--- src/ex_pkg.sv ---
// execute stage shared types
`default_nettype none

package ex_pkg;

    parameter int XLEN = 64;
    parameter int WLEN = 32;
    parameter int DEF_WB_CREDITS = 4;

    typedef logic [XLEN-1:0] xlen_t;
    typedef logic [WLEN-1:0] word_t;   // pc and word operands
    typedef logic [4:0]      reg_idx_t;
    typedef logic [31:0]     imm_t;    // sign-extended and placed by decode

    typedef enum logic [4:0] {
        ADD, SUB, SLL, SLT, SLTU, XOR, SRL, SRA, OR, AND,
        MUL, MULH, MULHSU, MULHU,
        DIV, DIVU, REM, REMU,
        LUI, AUIPC, JAL, JALR,
        BEQ, BNE, BLT, BGE, BLTU, BGEU,
        LOAD, STORE
    } alu_op_e;

    typedef enum logic [1:0] {
        IDLE,
        DIVIDE,
        FLUSHED
    } ctrl_state_e;

    typedef struct packed {
        alu_op_e  op;
        logic     is_word;
        logic     use_imm;
        reg_idx_t rd;
        word_t    pc;
        imm_t     imm;
        xlen_t    rs1_val;
        xlen_t    rs2_val;
    } ex_issue_t;

    typedef struct packed {
        reg_idx_t rd;          // zero when nothing is written
        xlen_t    value;
        xlen_t    mem_addr;
        logic     is_store;
        logic     is_jump;
        word_t    jump_target;
    } ex_result_t;

    typedef struct packed {
        xlen_t dividend;
        xlen_t divisor;
        logic  is_signed;
        logic  want_rem;
        logic  is_word;
    } div_req_t;

endpackage

`default_nettype wire

--- src/ex_ctrl_fsm.sv ---
// execute stage sequencer
`default_nettype none

module ex_ctrl_fsm (
    input  wire                     clk,
    input  wire                     reset,
    input  wire                     i_issue_valid,
    input  wire                     i_flush,
    input  wire                     i_has_credit,
    input  wire                     i_is_div,
    input  wire ex_pkg::ex_result_t i_alu_result,
    input  wire                     i_div_done,
    input  wire ex_pkg::xlen_t      i_div_result,
    input  wire ex_pkg::reg_idx_t   i_rd,
    output logic                    o_issue_ready,
    output logic                    o_div_start,
    output logic                    o_div_abort,
    output logic                    o_spend,
    output logic                    o_wb_valid,
    output ex_pkg::ex_result_t      o_wb
);
    import ex_pkg::*;

    ctrl_state_e state;
    ctrl_state_e state_next;
    reg_idx_t    div_rd;       // destination held across the divide
    ex_result_t  div_wb;
    logic        accept;
    logic        emit;

    assign o_issue_ready = (state == IDLE) && i_has_credit;
    assign accept        = i_issue_valid && o_issue_ready;
    assign o_div_start   = accept && i_is_div && !i_flush;
    assign o_div_abort   = i_flush;
    assign o_spend       = o_wb_valid;

    // flush drops whatever would be registered this cycle
    assign emit = !i_flush && ((accept && !i_is_div) || (state == DIVIDE && i_div_done));

    always_comb begin
        div_wb       = '0;
        div_wb.rd    = div_rd;
        div_wb.value = i_div_result;
    end

    always_comb begin
        state_next = state;
        if (i_flush) begin
            state_next = FLUSHED;
        end else begin
            case (state)
                IDLE:    if (o_div_start) state_next = DIVIDE;
                DIVIDE:  if (i_div_done) state_next = IDLE;
                default: state_next = IDLE;
            endcase
        end
    end

    always_ff @(posedge clk) begin
        if (reset) begin
            state      <= IDLE;
            o_wb_valid <= 1'b0;
        end else begin
            state      <= state_next;
            o_wb_valid <= emit;
        end
    end

    always_ff @(posedge clk) begin
        if (o_div_start) begin
            div_rd <= i_rd;
        end
        if (emit) begin
            o_wb <= (state == DIVIDE) ? div_wb : i_alu_result;
        end
    end

    // a result is only registered when the pool still covers it
    a_wb_with_credit: assert property (@(posedge clk) disable iff (reset)
        o_wb_valid |-> $past(i_has_credit)) else $error("writeback without credit");

endmodule

`default_nettype wire

--- config.mk ---
export PLATFORM = sky130hd
export DESIGN_NAME = ex_ctrl_fsm
export DESIGN_NICKNAME = d
export VERILOG_FILES = /design/src/ex_pkg.sv /design/src/ex_ctrl_fsm.sv
export SDC_FILE = /design/constraint.sdc
export NUM_CORES = 1
export LEC_CHECK = 0
export BUFFER_PORTS_ARGS = -buffer_cell sky130_fd_sc_hd__buf_2
export CAP_MARGIN = 30
export CORE_AREA = 2 2 161 163
export CTS_CLUSTER_SIZE = 25
export DETAILED_ROUTE_END_ITERATION = 8
export DIE_AREA = 0 0 163 165
export PLACE_DENSITY = 0.63
export SETUP_SLACK_MARGIN = 0.5
export SLEW_MARGIN = 10
export SYNTH_ARGS = -nofsm -noshare
export SYNTH_HDL_FRONTEND = slang
export SYNTH_SLANG_ARGS = --single-unit
--- constraint.sdc ---
create_clock -name clk -period 20.7 [get_ports clk]
set_input_delay 2.07 -clock clk [delete_from_list [all_inputs] [get_ports clk]]
set_output_delay 2.07 -clock clk [all_outputs]
set_load 0.005 [all_outputs]
==> results.md <==
- Final setup viols: 0
- Multi-input gate area: 1620 µm²
- Die H: 165 µm
- Top cells by area, synth: edfxtp_1 74%, and2_1 8.8%, mux2_4 6.5%, mux2_2 6.3%, buf_12 0.86%
- Hold Startpoint: state[1]$_SDFFE_PP0P_
- GRT Util Overall: 0.130
- # port buffers: 414
- Chip width: 163 µm
- Post-CTS Resized: 0
- Post-synthesis sequential element count: 175
- Cts bufs inserted: 17
- Layout Nets: 1033
- Vias in the first global route: 4587
- Share of power burned in the clock network: 0.407
- Clock Latency Late Sink: 0.42 ns
- CP max stage delay: 0.65 ns
- Hold buffer count at cts: 0
- Root Driver: clkbuf_16
- Cell row count: 58
- 1st-pass router iterations: 5
- Die ar.: 26900 µm²
- WL/cell: 16.2 µm
- Core area: 25000 µm²
- WL met3: 1830 µm
- Power Density: 76.9 nW/µm²
- Synth top area share: 0.740
- Synthesis-to-layout area growth: 42.2%
- Combinational fraction of design power: 0.070
- CP Buf/Inv Count: 2
- I/O pins: 415
- Synthesized instance count: 375
- Post-CTS Setup Inserts: 0
- Global route overflow: 0
- Type of origin of the critical path: input pin
- RSZ-0062 raised after global routing: no
- Worst reg2reg startpoint: state[1]$_SDFFE_PP0P_
- CTS tree: done
- CP Cell Sequence: buf_2 -> nand4bb_1 -> nor3b_1 -> buf_2
- Fmax: 191 MHz
- Filler cells: 2419
- Worst slew pin tran: 1.06 ns
- Worst hold path depth: 1
- CP top delay family: simple AND/OR/NAND/NOR gates
- Tmin final: 5.24 ns
- Commonest cells after routing, fill and taps aside: 414 x buf_2, 172 x edfxtp_1, 98 x and2_1, 39 x mux2_2, 30 x mux2_4
- P_sw: 0.000163 W
- Cell area after synthesis: 6980 µm²
- Net count after synthesis: 618
- Final Max Tran Viols: 0
- Number of max-cap violations: 0
- Seq pwr share: 0.523
- Clock skew: 0.0178 ns
- Crit share post-route: 0.253
- DRC viols: 0
- Antenna fix cells: 0
- Worst EP arrival: 3.17 ns
- Final hold violation count: 0
- Levels on crit path: 4
- Yosys top cell by area: edfxtp_1
- CP Capture Type: primary output
- Int Pwr: 0.000600 W
- Switching fraction of total power: 0.214
- CTS clk-pin slew, worst paths: 0.07 ns
- DR WL met2: 9270 µm
- Worst-path maximum fanout: 6
- CTS H-tree lvls: 4
- Top Layer Used: met4
- Starting Density: 0.279
- Hold WC Path Type: flip-flop to flip-flop
- Relative slew margins: 0.292
- Setup TNS: 0 ns
- Final core occ: 0.396
- Drt via density: 4.09
- Starting DRT DRC Count: 278
- Reg area: 5230 µm²
- Reg2Reg Depth: 4
- Routed Antenna Nets: 0
- Synth cell types: 20
- Initial antenna violation count: 0
- Placer Congestion: 0.745
- Routed WL: 18300 µm
- Origin of the worst setup path: i_has_credit
- Synth Area per Inst: 18.6 µm²
- Layout cell share with drive strength beyond 1: 0.646
- Commonest non-fill, non-tap cell in the layout: buf_2
- Clock sinks: 175
- WP data required: 18.63 ns
- WL met1: 6990 µm
- First-pass GRT wire length: 26000 µm
- CP max stage cell: nor3b_1
- Post-synthesis sequential area ratio: 0.749
- Peak supply drop: 0.0000407 V
- Via count: 4629
- Top cell by count, worst path: buf_2
- Yosys Warn Count: 0
- Largest net degree at the start of global routing: 153
- Pleak: 4.21 nW
- Post-detail-place hpwl: 13600 µm
- Clk buf depth: 2
- Critical setup path kind: input pin to primary output
- Status: finished, final reports clean
## Yosys cell counts
master and number:
mux2_2 39, buf_4 3, nand2_1 1, buf_12 3
nand2b_1 1, buf_6 2, and2_1 98, or3b_2 1
buf_2 3, o32ai_1 1, dfxtp_1 3, edfxtp_1 172
nand4bb_1 2, nor2b_1 1, mux2_4 30, a211oi_1 2
clkbuf_2 1, or2_2 1, clkbuf_1 9, nor3b_1 2
## sequential cells by signal, summed over array words and instances (netlist names)
signal,cells
state,2
o_spend,1
div_rd,5
o_wb,167
## stage by stage
step                hold WS (ns)  worst slack [ns]  cells  total power (W)  cell area [µm²]
floorplan                  0.441              5.42    375         0.000431             6980
global placement           0.542             15.50   1101         0.000460             9360
detailed placement         0.542             15.44   1101         0.000461             9360
CTS                        0.558             15.44   1133         0.000777             9920
global route               0.573             15.34   1133         0.000796             9920
finish                     0.560             15.46   1133         0.000763             9920
## logic make-up (layout without fill, tap and decap cells)
| group | after synthesis | count (layout) | synth area share |
|---|---|---|---|
| compound gates | 3 | 3 | 0.00341 |
| flops | 175 | 175 | 0.749 |
| simple gates | 107 | 107 | 0.0977 |
| buf+inv | 21 | 449 | 0.0228 |
| mux | 69 | 69 | 0.127 |
## power groups by stage
| stage | clock [W] | combinational, W | sequential, W |
|---|---|---|---|
| after floorplan | 0 | 0.0000209 | 0.000411 |
| after global placement | 0 | 0.0000535 | 0.000406 |
| after detailed placement | 0 | 0.0000543 | 0.000407 |
| after CTS | 0.000323 | 0.0000546 | 0.000399 |
| after global routing | 0.000338 | 0.0000592 | 0.000399 |
| final | 0.000311 | 0.0000533 | 0.000399 |
## cell type report
class | count | share of cell area
Timing Repair Buffer | 417 | 0.212
Multi-Input combinational cell | 179 | 0.163
Sequential cell | 175 | 0.526
Tap cell | 330 | 0.0416
Clock buffer | 20 | 0.0440
Clock inverter | 12 | 0.0129
## worst register-to-register path: stages, from the launching register on
cell      delay, ns
dfxtp_1        0.44
nand2b_4       0.60
buf_4          0.71
buf_4          0.59
mux2_4         0.37
## path summary, 6_finish.rpt
| check | endpoint | slack, ns |
|---|---|---|
| worst max-delay path | o_div_start | 15.46 |
| worst min-delay path | o_spend$_SDFF_PP0_ | 0.56 |
| worst max register to register | o_wb[110]$_DFFE_PP_ | 17.72 |
| worst min register to register | o_spend$_SDFF_PP0_ | 0.56 |
## layer usage
metal,vias to the layer above,global-route usage
li1,2207,-
met1,2156,0.147
met2,256,0.227
met3,10,0.0502
met4,0,0.0438
met5,-,0
(Power assumes the default switching activity.)
