[src/ex_pkg.sv]
// execute stage shared types
`default_nettype none

package ex_pkg;

    parameter int XLEN = 64;
    parameter int WLEN = 32;
    parameter int DEF_WB_CREDITS = 4;

    typedef logic [XLEN-1:0] xlen_t;
    typedef logic [WLEN-1:0] word_t;   // pc and word operands
    typedef logic [4:0]      reg_idx_t;
    typedef logic [31:0]     imm_t;    // sign-extended and placed by decode

    typedef enum logic [4:0] {
        ADD, SUB, SLL, SLT, SLTU, XOR, SRL, SRA, OR, AND,
        MUL, MULH, MULHSU, MULHU,
        DIV, DIVU, REM, REMU,
        LUI, AUIPC, JAL, JALR,
        BEQ, BNE, BLT, BGE, BLTU, BGEU,
        LOAD, STORE
    } alu_op_e;

    typedef enum logic [1:0] {
        IDLE,
        DIVIDE,
        FLUSHED
    } ctrl_state_e;

    typedef struct packed {
        alu_op_e  op;
        logic     is_word;
        logic     use_imm;
        reg_idx_t rd;
        word_t    pc;
        imm_t     imm;
        xlen_t    rs1_val;
        xlen_t    rs2_val;
    } ex_issue_t;

    typedef struct packed {
        reg_idx_t rd;          // zero when nothing is written
        xlen_t    value;
        xlen_t    mem_addr;
        logic     is_store;
        logic     is_jump;
        word_t    jump_target;
    } ex_result_t;

    typedef struct packed {
        xlen_t dividend;
        xlen_t divisor;
        logic  is_signed;
        logic  want_rem;
        logic  is_word;
    } div_req_t;

endpackage

`default_nettype wire

[src/ex_divider.sv]
// radix-2 restoring divider
`default_nettype none

module ex_divider (
    input  wire                   clk,
    input  wire                   reset,
    input  wire                   i_start,
    input  wire                   i_abort,
    input  wire ex_pkg::div_req_t i_req,
    output logic                  o_done,
    output logic                  o_busy,
    output ex_pkg::xlen_t         o_result
);
    import ex_pkg::*;

    xlen_t       dvd_src;
    xlen_t       dvs_src;
    logic        dvd_neg;
    logic        dvs_neg;
    xlen_t       dvd_mag;
    xlen_t       dvs_mag;

    logic        busy;
    logic [6:0]  count;        // bits still to process
    xlen_t       rem_q;
    xlen_t       quo_q;
    xlen_t       dvs_q;
    xlen_t       dvd_q;
    logic        neg_quo_q;
    logic        neg_rem_q;
    logic        want_rem_q;
    logic        is_word_q;
    logic        div_zero_q;

    logic [64:0] rem_shift;
    logic [64:0] trial;
    xlen_t       quo_fix;
    xlen_t       rem_fix;
    xlen_t       res_raw;

    // word operands widened from the low half
    assign dvd_src = i_req.is_word ?
        {{32{i_req.is_signed & i_req.dividend[31]}}, i_req.dividend[31:0]} : i_req.dividend;
    assign dvs_src = i_req.is_word ?
        {{32{i_req.is_signed & i_req.divisor[31]}}, i_req.divisor[31:0]} : i_req.divisor;
    assign dvd_neg = i_req.is_signed & dvd_src[63];
    assign dvs_neg = i_req.is_signed & dvs_src[63];
    assign dvd_mag = dvd_neg ? -dvd_src : dvd_src;
    assign dvs_mag = dvs_neg ? -dvs_src : dvs_src;

    always_ff @(posedge clk) begin
        if (reset || i_abort) begin
            busy  <= 1'b0;
            count <= '0;
        end else if (i_start) begin
            busy  <= 1'b1;
            count <= i_req.is_word ? 7'd32 : 7'd64;
        end else if (busy) begin
            if (count != '0) begin
                count <= count - 7'd1;
            end else begin
                busy <= 1'b0;   // finish cycle
            end
        end
    end

    always_ff @(posedge clk) begin
        if (i_start) begin
            rem_q      <= '0;
            quo_q      <= i_req.is_word ? {dvd_mag[31:0], 32'b0} : dvd_mag;
            dvs_q      <= dvs_mag;
            dvd_q      <= dvd_src;
            neg_quo_q  <= dvd_neg ^ dvs_neg;
            neg_rem_q  <= dvd_neg;
            want_rem_q <= i_req.want_rem;
            is_word_q  <= i_req.is_word;
            div_zero_q <= (dvs_src == '0);
        end else if (busy && count != '0) begin
            quo_q <= {quo_q[62:0], !trial[64]};
            rem_q <= trial[64] ? rem_shift[63:0] : trial[63:0];
        end
    end

    assign rem_shift = {rem_q, quo_q[63]};
    assign trial     = rem_shift - {1'b0, dvs_q};

    // most negative by -1 needs no special case, the magnitude path yields the dividend
    assign quo_fix = neg_quo_q ? -quo_q : quo_q;
    assign rem_fix = neg_rem_q ? -rem_q : rem_q;

    always_comb begin
        if (div_zero_q) begin
            res_raw = want_rem_q ? dvd_q : '1;
        end else begin
            res_raw = want_rem_q ? rem_fix : quo_fix;
        end
    end

    assign o_result = is_word_q ? {{32{res_raw[31]}}, res_raw[31:0]} : res_raw;
    assign o_done   = busy && (count == '0);
    assign o_busy   = busy;

    a_no_start_busy: assert property (@(posedge clk) disable iff (reset) !(i_start && o_busy))
        else $error("divider started while busy");

endmodule

`default_nettype wire

[config.mk]
export PLATFORM = sky130hd
export DESIGN_NAME = ex_divider
export DESIGN_NICKNAME = d
export VERILOG_FILES = /design/src/ex_pkg.sv /design/src/ex_divider.sv
export SDC_FILE = /design/constraint.sdc
export NUM_CORES = 1
export LEC_CHECK = 0
export ABC_CLOCK_PERIOD_IN_PS = 9200
export BUFFER_PORTS_ARGS = -buffer_cell sky130_fd_sc_hd__buf_2
export CORE_MARGIN = 4
export CORE_UTILIZATION = 50
export DETAILED_ROUTE_END_ITERATION = 7
export GPL_TIMING_DRIVEN = 0
export PLACE_DENSITY = 0.77
export SKIP_LAST_GASP = 1
export SLEW_MARGIN = 10
export SYNTH_ARGS = -nofsm -noshare
export SYNTH_HDL_FRONTEND = slang
export SYNTH_SLANG_ARGS = --single-unit
[constraint.sdc]
create_clock -name clk -period 9.2 [get_ports clk]
set_clock_uncertainty 0.2 [all_clocks]
set_input_delay 1.38 -clock clk [delete_from_list [all_inputs] [get_ports clk]]
set_output_delay 1.38 -clock clk [all_outputs]
set_load 0.02 [all_outputs]
==> summary.md <==
| Metric | Value |
|---|---|
| Setup repair bufs after CTS | `0` |
| Hold buffer count at cts | `0` |
| First-pass GRT wire length | `130 mm` |
| Num CTS Buffers | `35` |
| CTS Sinks | `269` |
| Initial Util | `50.8%` |
| Startpoint Class | `register` |
| Avg Cell Area, Syn | `8.15 µm²` |
| Slew Viols, Final | `0` |
| Chip width | `218 µm` |
| Hold Path Class | `register to register` |
| Worst relative slew slack | `23.0%` |
| FF-to-FF path depth | `16` |
| DIE AREA | `0.0474 mm²` |
| Clk Latency, worst-skew pair | `0.57 ns` |
| Critical-path cell list | `nor3_1 -> nand4_1 -> nor4_4 -> nand2_1 -> o31ai_1 -> xor2_1 -> a22oi_1 -> nand2_1 -> buf_2 -> o41ai_1 -> buf_2` |
| Unrepaired setup endpoints after global routing | `no` |
| Crit-path max FO | `10` |
| DRT Wirelength | `88.4 mm` |
| Total negative slack | `0 ns` |
| Largest net degree at the start of global routing | `89` |
| IR drop worst, VDD | `0.110 mV` |
| WHS Path Cells | `2` |
| Reg-to-Reg End | `rem_q[51]` |
| Ys flop type | `edfxtp_1` |
| Core ar. | `0.0433 mm²` |
| ANT nets after route | `0` |
| Max Buffers Root-to-Sink | `3` |
| DR WL/cell | `24.9 µm` |
| Leakage power | `9.95 nW` |
| Global route overflow | `0` |
| Mapped cell area | `0.0220 mm²` |
| Post-synth top area share | `26.9%` |
| Netlist cell types | `92` |
| Post-DP HPWL | `69.0 mm` |
| Worst slew pin tran | `1.15 ns` |
| Synth top cells by count | `nand2_1, nor2_1, a21oi_1, xnor2_1, edfxtp_1` |
| Die height | `218 µm` |
| Router iterations before antenna repair | `6` |
| Hold Fails Final Rpt | `0` |
| ANT cells | `0` |
| CTS H-Tree Depth | `2` |
| Rows | `76` |
| Power per Cell Area | `168 mW/mm²` |
| Cells after Synth | `2700` |
| Fin util | `57.9%` |
| Fin area | `0.0250 mm²` |
| Placed cell areas | `0.0238 mm²` |
| Number of synthesized flops with an enable pin | `197` |
| Critical-path top delay cell | `nand4_1` |
| Critical path required time | `7.62 ns` |
| Area Overhead vs Synth | `13.8%` |
| Synth area leader | `edfxtp_1` |
| Hold path start | `count[1]` |
| FF+latch count, synth | `269` |
| Worst Setup SP | `quo_q[2]` |
| # resized after CTS | `0` |
| Hold endpoint | `count[1]` |
| CTS tree | `built` |
| Post-route clock period utilization | `69.3%` |
| Family with the most delay on the worst path | `simple AND/OR/NAND/NOR gates` |
| Via count | `23.1k` |
| GPL Wtd Cong | `1.01` |
| Status | `finished, final reports clean` |
| Maxcap violations | `0` |
| Post-route DRC violation count | `0` |
| FILL cells | `3986` |
| Crit path capture type | `output pin` |
| Warnings from Yosys | `0` |
| Syn_nets | `2906` |
| DRT iter0 DRCs | `3248` |
| Critical path class | `register to output pin` |
| Maximum clock frequency | `157 MHz` |
| Arrival @ worst endpoint | `4.80 ns` |
| Min Clock Period, post-route | `6.38 ns` |
| Final setup violation count | `0` |
| Root buffer cell | `clkbuf_16` |
| Area contributors post-synth | `edfxtp_1, xnor2_1, dfxtp_1, a21oi_1, nand2_1` |
| R2R Setup Slk | `4.05 ns` |
| Vias in the first global route | `21.4k` |
| Async SR Flop Fraction | `0%` |
| Drt via density | `6.51` |
| Clock transition at path regs | `0.06 ns` |
| Initial antenna violation count | `1` |
| Worst reg2reg startpoint | `quo_q[63]` |
| Port bufs | `200` |
| Buf/Inv on CP | `2` |
| Fin nets | `3145` |
| Sequential share of the synthesized area | `33.4%` |
| GRT Overall Usage | `35.6%` |
| Most frequent cell after synthesis | `nand2_1` |
| Layout cells sized above 1 | `11.1%` |
| Max stage delay on crit path | `0.53 ns` |
| I/O Pins | `201` |
[worst register-to-register path: cells and delay by family (launching register included)]
kind                     cells  cell delay, ns
AO/OA/AOI/OAI                6            1.45
XOR/XNOR                     1            0.57
adder cells (fa/ha/maj)      2            0.61
buffers and inverters        4            1.14
flip-flops                   1            0.48
AND/OR/NAND/NOR              3            0.60
[final cells by class]
| class | count | area [µm²] | area share [%] |
|---|---|---|---|
| Multi-Input combinational cell | 2097 | 13300 | 53.0 |
| Sequential cell | 269 | 7360 | 29.4 |
| Timing Repair Buffer | 202 | 1050 | 4.21 |
| Clock buffer | 44 | 997 | 3.98 |
| Buffer | 166 | 756 | 3.02 |
| Tap cell | 585 | 732 | 2.92 |
| Inverter | 168 | 631 | 2.52 |
| Clock inverter | 17 | 249 | 0.994 |
[cell usage in the layout, fill, tap and decap left out, types with 9 or more instances in the layout]
cell       netlist  layout
a211oi_1        20      20
ha_1            70      70
nor4_1          40      40
a21oi_1        221     221
or2_2           13      13
o22ai_1         35      35
and2_1           9       9
o31ai_1         56      56
buf_1           11      11
edfxtp_1       197     197
o21ai_0        184     184
xor2_1          80      80
nand3_1         38      38
inv_1          168     168
a31oi_1         26      26
nand2_1        282     281
clkbuf_1       129     132
o21bai_1        16      16
mux2i_1         32      32
xnor2_1        212     212
dfxtp_1         72      72
o21a_1          14      14
or3_1           37      37
clkbuf_16        0      38
nor2b_1          9       9
nor2_1         273     273
a22oi_1         32      32
nand4_1         40      40
buf_2           15     214
o211ai_1        29      29
and3_1          12      12
nor3_1          48      48
nand2b_1        17      17
o221ai_1        20      20
o41ai_1         28      28
a311oi_1        34      34
a21o_1          56      56
or4_1           19      19
[state kept, by name, summed over array words and instances (netlist names)]
register	flops
count	7
is_word_q	1
dvs_q	64
o_busy	1
dvd_q	64
neg_quo_q	1
neg_rem_q	1
quo_q	64
want_rem_q	1
rem_q	64
div_zero_q	1
[power by group]
group	leakage, nW	internal (mW)	switching, mW
clock network	0.610	0.937	0.581
logic	6.83	0.401	0.812
registers	2.52	1.42	0.0681
[worst max path at each step]
stage,to,slack (ns),cells past startpoint
after floorplan,o_result[61],4.24,11
after global placement,quo_q[14],2.04,4
after detailed placement,o_result[61],3.75,11
after CTS,o_result[61],3.10,12
after global routing,o_result[61],2.76,11
final,o_result[61],2.82,11
[stage by stage]
stage	power, mW	instances	hold slack (ns)	worst slack (ns)
detailed placement	2.67	3487	0.320	3.75
CTS	4.17	3548	0.328	3.10
finish	4.22	3548	0.347	2.82
global placement	2.66	3485	0.310	2.04
global route	4.33	3548	0.366	2.76
floorplan	2.23	2700	0.292	4.24
[cells by family (layout without fill, tap and decap cells)]
group,count (synthesis),in the layout,synth area share (%)
AND/OR/NAND/NOR,878,878,18.9
AO/OA/AOI/OAI,820,820,24.0
buffers and inverters,334,597,6.30
XOR/XNOR,293,293,11.7
flip-flops,269,269,33.4
adder cells (fa/ha/maj),71,71,4.07
multiplexers,35,35,1.61
[metal layers]
| layer | vias up | GRT usage [%] | part of all wire [%] |
|---|---|---|---|
| li1 | 10307 | - | - |
| met5 | - | 0 | 0.014 |
| met4 | 2 | 13.3 | 4.3 |
| met2 | 1558 | 54.7 | 43 |
| met1 | 10972 | 49.8 | 41 |
| met3 | 245 | 7.32 | 12 |
No activity file was read; power rests on OpenSTA's default activity.
