$ cat config.mk
export PLATFORM = sky130hd
export DESIGN_NAME = ex_credit_counter
export DESIGN_NICKNAME = d
export VERILOG_FILES = /design/src/ex_credit_counter.sv
export SDC_FILE = /design/constraint.sdc
export NUM_CORES = 1
export LEC_CHECK = 0
export ABC_AREA = 1
export BUFFER_PORTS_ARGS = -buffer_cell sky130_fd_sc_hd__buf_2
export CORE_AREA = 2 2 39 41
export DETAILED_ROUTE_END_ITERATION = 10
export DIE_AREA = 0 0 41 43
export PLACE_DENSITY = 0.35
export SETUP_SLACK_MARGIN = 0.1
export SLEW_MARGIN = 20
export SYNTH_ARGS = -nofsm -noshare
export SYNTH_HDL_FRONTEND = slang
export SYNTH_SLANG_ARGS = --single-unit
$ cat constraint.sdc
create_clock -name clk -period 1.2 [get_ports clk]
set_input_delay 0.24 -clock clk [delete_from_list [all_inputs] [get_ports clk]]
set_output_delay 0.24 -clock clk [all_outputs]
set_load 0.1 [all_outputs]
$ cat src/ex_credit_counter.sv
// writeback credit pool
`default_nettype none

module ex_credit_counter #(
    parameter int CREDITS = 4
) (
    input  wire  clk,
    input  wire  reset,
    input  wire  i_spend,
    input  wire  i_return,
    output logic o_has_credit
);
    localparam int CW = $clog2(CREDITS + 1);

    logic [CW-1:0] count;

    always_ff @(posedge clk) begin
        if (reset) begin
            count <= CW'(CREDITS);
        end else if (i_spend && !i_return) begin
            count <= count - 1'b1;
        end else if (i_return && !i_spend) begin
            count <= count + 1'b1;
        end
    end

    // credit left once this cycle's spend and return settle
    assign o_has_credit = (count > CW'(i_spend)) || i_return;

    a_no_spend_empty: assert property (@(posedge clk) disable iff (reset)
        !(i_spend && count == '0)) else $error("credit spent with none left");
    a_no_return_full: assert property (@(posedge clk) disable iff (reset)
        !(i_return && count == CW'(CREDITS))) else $error("credit returned while pool full");

endmodule

`default_nettype wire

==> run_results.csv, run 1 <==
group,metric,value,unit
outcome,status,"finished, violations left",
outcome,violations,"setup timing",
cts,numCtsBuffers,3,
sta,skew,0.00853,ns
critical_path,worst-r2r-setup-slack,-0.01,ns
synth,synth_cell_types,12,
sta,whs,0.223,ns
grt,track_usage,7.23,%
placed_design,place_hpwl,383,µm
synth,ys_seq_area_share,31.0,%
critical_path,crit_arrival,1.21,ns
critical_path,cp_cell_sequence,"inv_2 -> ha_4 -> o2111ai_4 -> buf_12",
critical_path,worst_ep_required_time,0.96,ns
power_and_ir_drop,peakVddDrop,0.349,mV
cts,tritoncts,"done",
power_and_ir_drop,cellLeakagePower,0.165,nW
sta,setup_viol,2,
layout,reg.largest.list,"count x3",
sta,finalCriticalPeriod,1.45,ns
synth,ys_ff_latch,3,
placed_design,portBuffers,4,
job,cap_violations,0,
grt,grt_max_degree,5,
critical_path,crit_path_top_delay_cell,"dfxtp_2",
floorplan,die_w,41,µm
power_and_ir_drop,p_sw_share,32.4,%
cts,clock-root-buffer,"clkbuf_4",
synth,synth_nets,32,
route,drt_wl_total,455,µm
route,first_pass_iters,2,
critical_path,r2r-end,"count[2]",
power_and_ir_drop,power_switching,146,µW
placed_design,placed_cell_area,343,µm²
floorplan,initial_core_util,14.0,%
sta,hold_violations,0,
synth,synth_ff_type,"dfxtp_1",
layout,regArea,61.3,µm²
cts,cts_buffer_depth,2,
grt,grt_overflow_total,0,
cts,cts.sink_count,3,
cts,cts_max_level,1,
layout,multiInputGateArea,149,µm²
route,vias_per_cell,3.87,
layout,top_register,"count",
sta,finalCritPeriodShare,121,%
grt,grt_pass1_wl,800,µm
synth,netlist.area_leader.share,31.0,%
min_path,hp-class,"primary input to register",
layout,fin_area,370,µm²
power_and_ir_drop,comb_power_share,32.1,%
synth,yosysMostFrequentCell,"inv_1",
critical_path,cpPeakStageDelay,0.31,ns
layout,area_delta_synth_final,91.0,%
layout,final_nets,45,
sta,rsz0062_at_grt,"true",
critical_path,end_kind,"primary output",
critical_path,cp_num_buf_inv,2,
route,avgRoutedWirePerCell,8.58,µm
critical_path,reg2reg_depth,7,
cts,path_clk_slew,0.04,ns
power_and_ir_drop,p_int,306,µW
sta,worst_slew_pin_slew,0.196,ns
placed_design,gp_congestion,0.705,
layout,finish.utilization,26.8,%
power_and_ir_drop,pwr-share-clk,41.6,%
floorplan,dieHeight,43,µm
layout,diodes,0,
synth,syn_area,194,µm²
floorplan,io_pins,5,
synth,synth_largest_area_cell,"dfxtp_1",
floorplan,core,1380,µm²
critical_path,timing.rr.start,"count[0]",
layout,largest_register_ff_count,3,
route,ant_nets,0,
min_path,hold_path_startpoint,"reset",
min_path,worst_hold_path.num_cells,3,
power_and_ir_drop,power_density,1220,nW/µm²
layout,drive_gt1_share,59.5,%
synth,synth_edf_count,0,
critical_path,cp_top_family,"flip-flops",
synth,synth_area_leaders,"dfxtp_1 (31%), ha_1 (13%), inv_1 (12%)",
grt,antenna_found_initial,0,
floorplan,std_cell_rows,14,
sta,setup_tns,-0.266,ns
layout,n_fill_cell,153,
critical_path,path_max_fanout,2,
sta,finalMaxSlewViolations,0,
sta,max-slew-margin-rel,87.0,%
sta,fmax,688,MHz
synth,async_flop_share,0,%
synth,avgSynthCellArea,7.76,µm²
synth,synthCells,25,
cts,post-cts-setup-buffers,0,
route,drc,0,
cts,clk_latency,0.24,ns
grt,grt_pass1_vias,210,
critical_path,crit_type,"register to primary output",
critical_path,cp-start-kind,"register",
route,vias,205,
power_and_ir_drop,p_seq_share,26.3,%
floorplan,dieArea,1760,µm²
route,drtIter0Drc,4,
sta,layout_setup_ws,-0.253,ns
synth,synthTopCellsByCount,"inv_1 (6), dfxtp_1 (3)",
synth,yosys_warnings,0,
min_path,whs_endpoint,"count[2]",
placed cells by master (no fill, tap or decap), types with 2 or more instances in the layout:
cell type | netlist | final
inv_1 | 6 | 3
buf_2 | 0 | 3
clkbuf_4 | 0 | 3
inv_2 | 2 | 3
nand3_1 | 2 | 2
ha_4 | 0 | 2
nand2_1 | 2 | 2
o21ai_0 | 2 | 2
buf_4 | 0 | 4
dfxtp_1 | 3 | 2
a21oi_1 | 2 | 2
through the flow:
step | setup WS [ns] | power, mW | instances
final | -0.253 | 0.452 | 53
after global routing | -0.302 | 0.489 | 53
after CTS | -0.264 | 0.463 | 53
after detailed placement | -0.214 | 0.267 | 49
after global placement | -0.195 | 0.264 | 49
after floorplan | -0.227 | 0.214 | 25
worst min-delay path, stage by stage:
cell and delay, ns:
buf_2 0.08, inv_1 0.05, nand3_1 0.07
power by group through the flow:
stage               Combinational, mW  Sequential (mW)  Clock (mW)
finish                          0.145            0.119       0.188
global placement                0.144            0.120           0
CTS                             0.146            0.119       0.197
detailed placement              0.147            0.120           0
global route                    0.162            0.120       0.207
floorplan                      0.0957            0.118           0
timing repair:
action,in CTS,in global routing
pin swaps,1,0
gates resized for setup,1,1
hold buffers,0,0
endpoints found under the setup margin,3,3
cell families after synthesis:
group                      Yosys count  synth area share (%)
adders and majority gates            3                  23.2
AOI/OAI and AO/OA                    5                  14.8
and+or+nand+nor                      6                  15.5
DFF                                  3                  31.0
buffers and inverters                8                  15.5
routing by layer:
metal  wire, µm  part of all wire (%)  GRT usage [%]  vias up
li1           -                     -              -      103
met1        240                    53           9.32       99
met2        205                    45           8.75        3
met3          9                   2.0           1.57        0
met4          0                     0           8.00        0
met5          0                     0              0        -
final cells by class:
class | instances | area share [%]
multi-input cells | 14 | 40.2
inverters | 8 | 13.2
repair buffers | 8 | 17.6
flip-flops and latches | 3 | 16.6
well taps | 16 | 5.41
clock buffers | 4 | 7.09
worst max-delay path by stage:
| stage | startpoint | end | slack, ns | cells after the start |
|---|---|---|---|---|
| floorplan | count[0] | o_has_credit | -0.23 | 3 |
| global placement | i_return | count[2] | -0.20 | 9 |
| detailed placement | i_return | count[2] | -0.21 | 9 |
| CTS | count[0] | o_has_credit | -0.26 | 4 |
| global route | count[0] | o_has_credit | -0.30 | 4 |
| finish | count[0] | o_has_credit | -0.25 | 4 |
(Power assumes the default switching activity.)
==> inputs of run 2 (changes only) <==
REMOVE_ABC_BUFFERS = 1   (was not set)
==> run 2 against run 1 <==
Against the previous run: the run still ends with setup timing left; sequential share of layout area rose by 1.2 points; global-route usage shrank 1.5 points; maximum frequency is 1.3% higher; setup slack improved by 0.018 ns; clock-buffer cell count unchanged; core utilization down 1.8 points; clock power is 7% lower; routed wire length fell by 16%; hold slack better by 0.0092 ns; first-iteration DRC count decreased by 75%; clock skew down 0.0061 ns; total power shrank 5.0%; largest cell class unchanged.
==> run_results.csv, run 2 (synthesis results as in run 1) <==
group,metric,value,unit
critical_path,crit_path_top_delay_cell,"dfxtp_2",
floorplan,io_pins,5,
sta,layout_setup_ws,-0.235,ns
critical_path,cp-start-kind,"register",
sta,finalCriticalPeriod,1.44,ns
route,ant_nets,0,
placed_design,portBuffers,4,
route,avgRoutedWirePerCell,7.33,µm
placed_design,place_hpwl,286,µm
placed_design,placed_cell_area,272,µm²
layout,most-common-layout-cells,"inv_2 (5), inv_1 (3), clkbuf_4 (3), buf_2 (3), buf_4 (3)",
route,vias,188,
power_and_ir_drop,power_density,1240,nW/µm²
power_and_ir_drop,p_seq_share,27.5,%
critical_path,crit_arrival,1.20,ns
grt,antenna_found_initial,0,
cts,numCtsBuffers,3,
power_and_ir_drop,peakVddDrop,0.364,mV
route,vias_per_cell,3.62,
route,first_pass_iters,4,
grt,grt_max_degree,5,
grt,grt_overflow_total,0,
layout,area_delta_synth_final,78.1,%
grt,grt_pass1_vias,204,
sta,setup_tns,-0.240,ns
critical_path,cpPeakStageDelay,0.30,ns
floorplan,core,1380,µm²
cts,tritoncts,"done",
sta,max-slew-margin-rel,86.1,%
cts,clk_latency,0.23,ns
placed_design,place_ws,-0.230,ns
route,drc,0,
sta,whs,0.232,ns
layout,n_fill_cell,148,
cts,clock-root-buffer,"clkbuf_4",
route,drtIter0Drc,1,
outcome,status,"finished, violations left",
sta,skew,0.00238,ns
cts,ctsHoldBuffers,0,
power_and_ir_drop,comb_power_share,31.8,%
layout,finish.utilization,25.0,%
job,cap_violations,0,
critical_path,crit_type,"register to primary output",
floorplan,die_w,41,µm
layout,diodes,0,
layout,fin_area,345,µm²
min_path,hp-class,"primary input to register",
cts,cts.sink_count,3,
sta,rsz0062_at_grt,"true",
sta,hold_violations,0,
outcome,violations,"setup timing",
sta,worst_slew_pin_slew,0.207,ns
floorplan,initial_core_util,14.0,%
grt,grt_pass1_wl,662,µm
floorplan,std_cell_rows,14,
sta,finalCritPeriodShare,120,%
critical_path,path_max_fanout,2,
layout,layout_commonest_cell,"inv_2",
power_and_ir_drop,p_int,298,µW
cts,post-cts-setup-buffers,0,
floorplan,dieArea,1760,µm²
placed_design,gp_congestion,0.770,
layout,final_nets,44,
cts,path_clk_slew,0.04,ns
route,drt_wl_total,381,µm
grt,track_usage,5.72,%
sta,fmax,697,MHz
layout,drive_gt1_share,66.7,%
cts,cts_max_level,1,
critical_path,worst_ep_required_time,0.96,ns
critical_path,cp_cell_sequence,"inv_2 -> ha_4 -> o2111ai_4 -> buf_12",
sta,setup_viol,2,
layout,reg.largest.list,"count x3",
layout,largest_register_ff_count,3,
floorplan,dieHeight,43,µm
cts,cts_buffer_depth,2,
layout,top_register,"count",
power_and_ir_drop,cellLeakagePower,0.155,nW
sta,finalMaxSlewViolations,0,
critical_path,end_kind,"primary output",
power_and_ir_drop,power_switching,131,µW
power_and_ir_drop,p_sw_share,30.6,%
power_and_ir_drop,pwr-share-clk,40.7,%
## run 2: timing repair
action                                  4_1_cts  5_1_grt
endpoints found under the setup margin        3        3
resized for setup                             9        3
pin swaps                                     4        1
## run 2: through the flow
step / total power [mW] / std cells
5_1_grt: 0.464 / 52
3_5_place_dp: 0.218 / 48
3_3_place_gp: 0.219 / 48
4_1_cts: 0.437 / 52
2_1_floorplan: 0.183 / 25
6_report: 0.430 / 52
## run 2: path summary, 6_finish.rpt
| check | from | to | slack [ns] | cells past startpoint |
|---|---|---|---|---|
| worst max register to register | count[0] | count[2] | 0 | 7 |
| worst min-delay path | reset | count[2] | 0.23 | 3 |
| worst max-delay path | count[0] | o_has_credit | -0.24 | 4 |
| worst min register to register | count[2] | count[2] | 0.45 | 2 |
## run 2: cell type report
class	count	area, µm²	share of cell area, %
well taps	16	20.0	5.80
repair buffers	7	57.6	16.7
flip-flops and latches	3	61.3	17.8
multi-input cells	14	150	43.5
clock buffers	4	26.3	7.61
inverters	8	30.0	8.70
## run 2: worst max-delay path, delay by kind of cell, from the launching register on
family,cells,cell delay [ns]
DFF,1,0.30
buffers and inverters,2,0.26
adders and majority gates,1,0.20
AOI/OAI and AO/OA,1,0.20
## run 2: power by group through the flow
stage               sequential [mW]  clock [mW]  combinational (mW)
floorplan                     0.118           0              0.0651
global placement              0.118           0               0.101
detailed placement            0.118           0              0.0996
CTS                           0.118       0.187               0.132
global route                  0.120       0.193               0.151
finish                        0.118       0.175               0.137
## run 2: per-layer routing
metal | vias up | GRT usage (%) | part of all wire, % | wire [µm]
met4 | 0 | 6.00 | 0 | 0
met3 | 0 | 1.57 | 7.6 | 29
met1 | 81 | 6.75 | 47 | 178
met2 | 5 | 7.50 | 45 | 173
li1 | 102 | - | - | -
met5 | - | 0 | 0 | 0
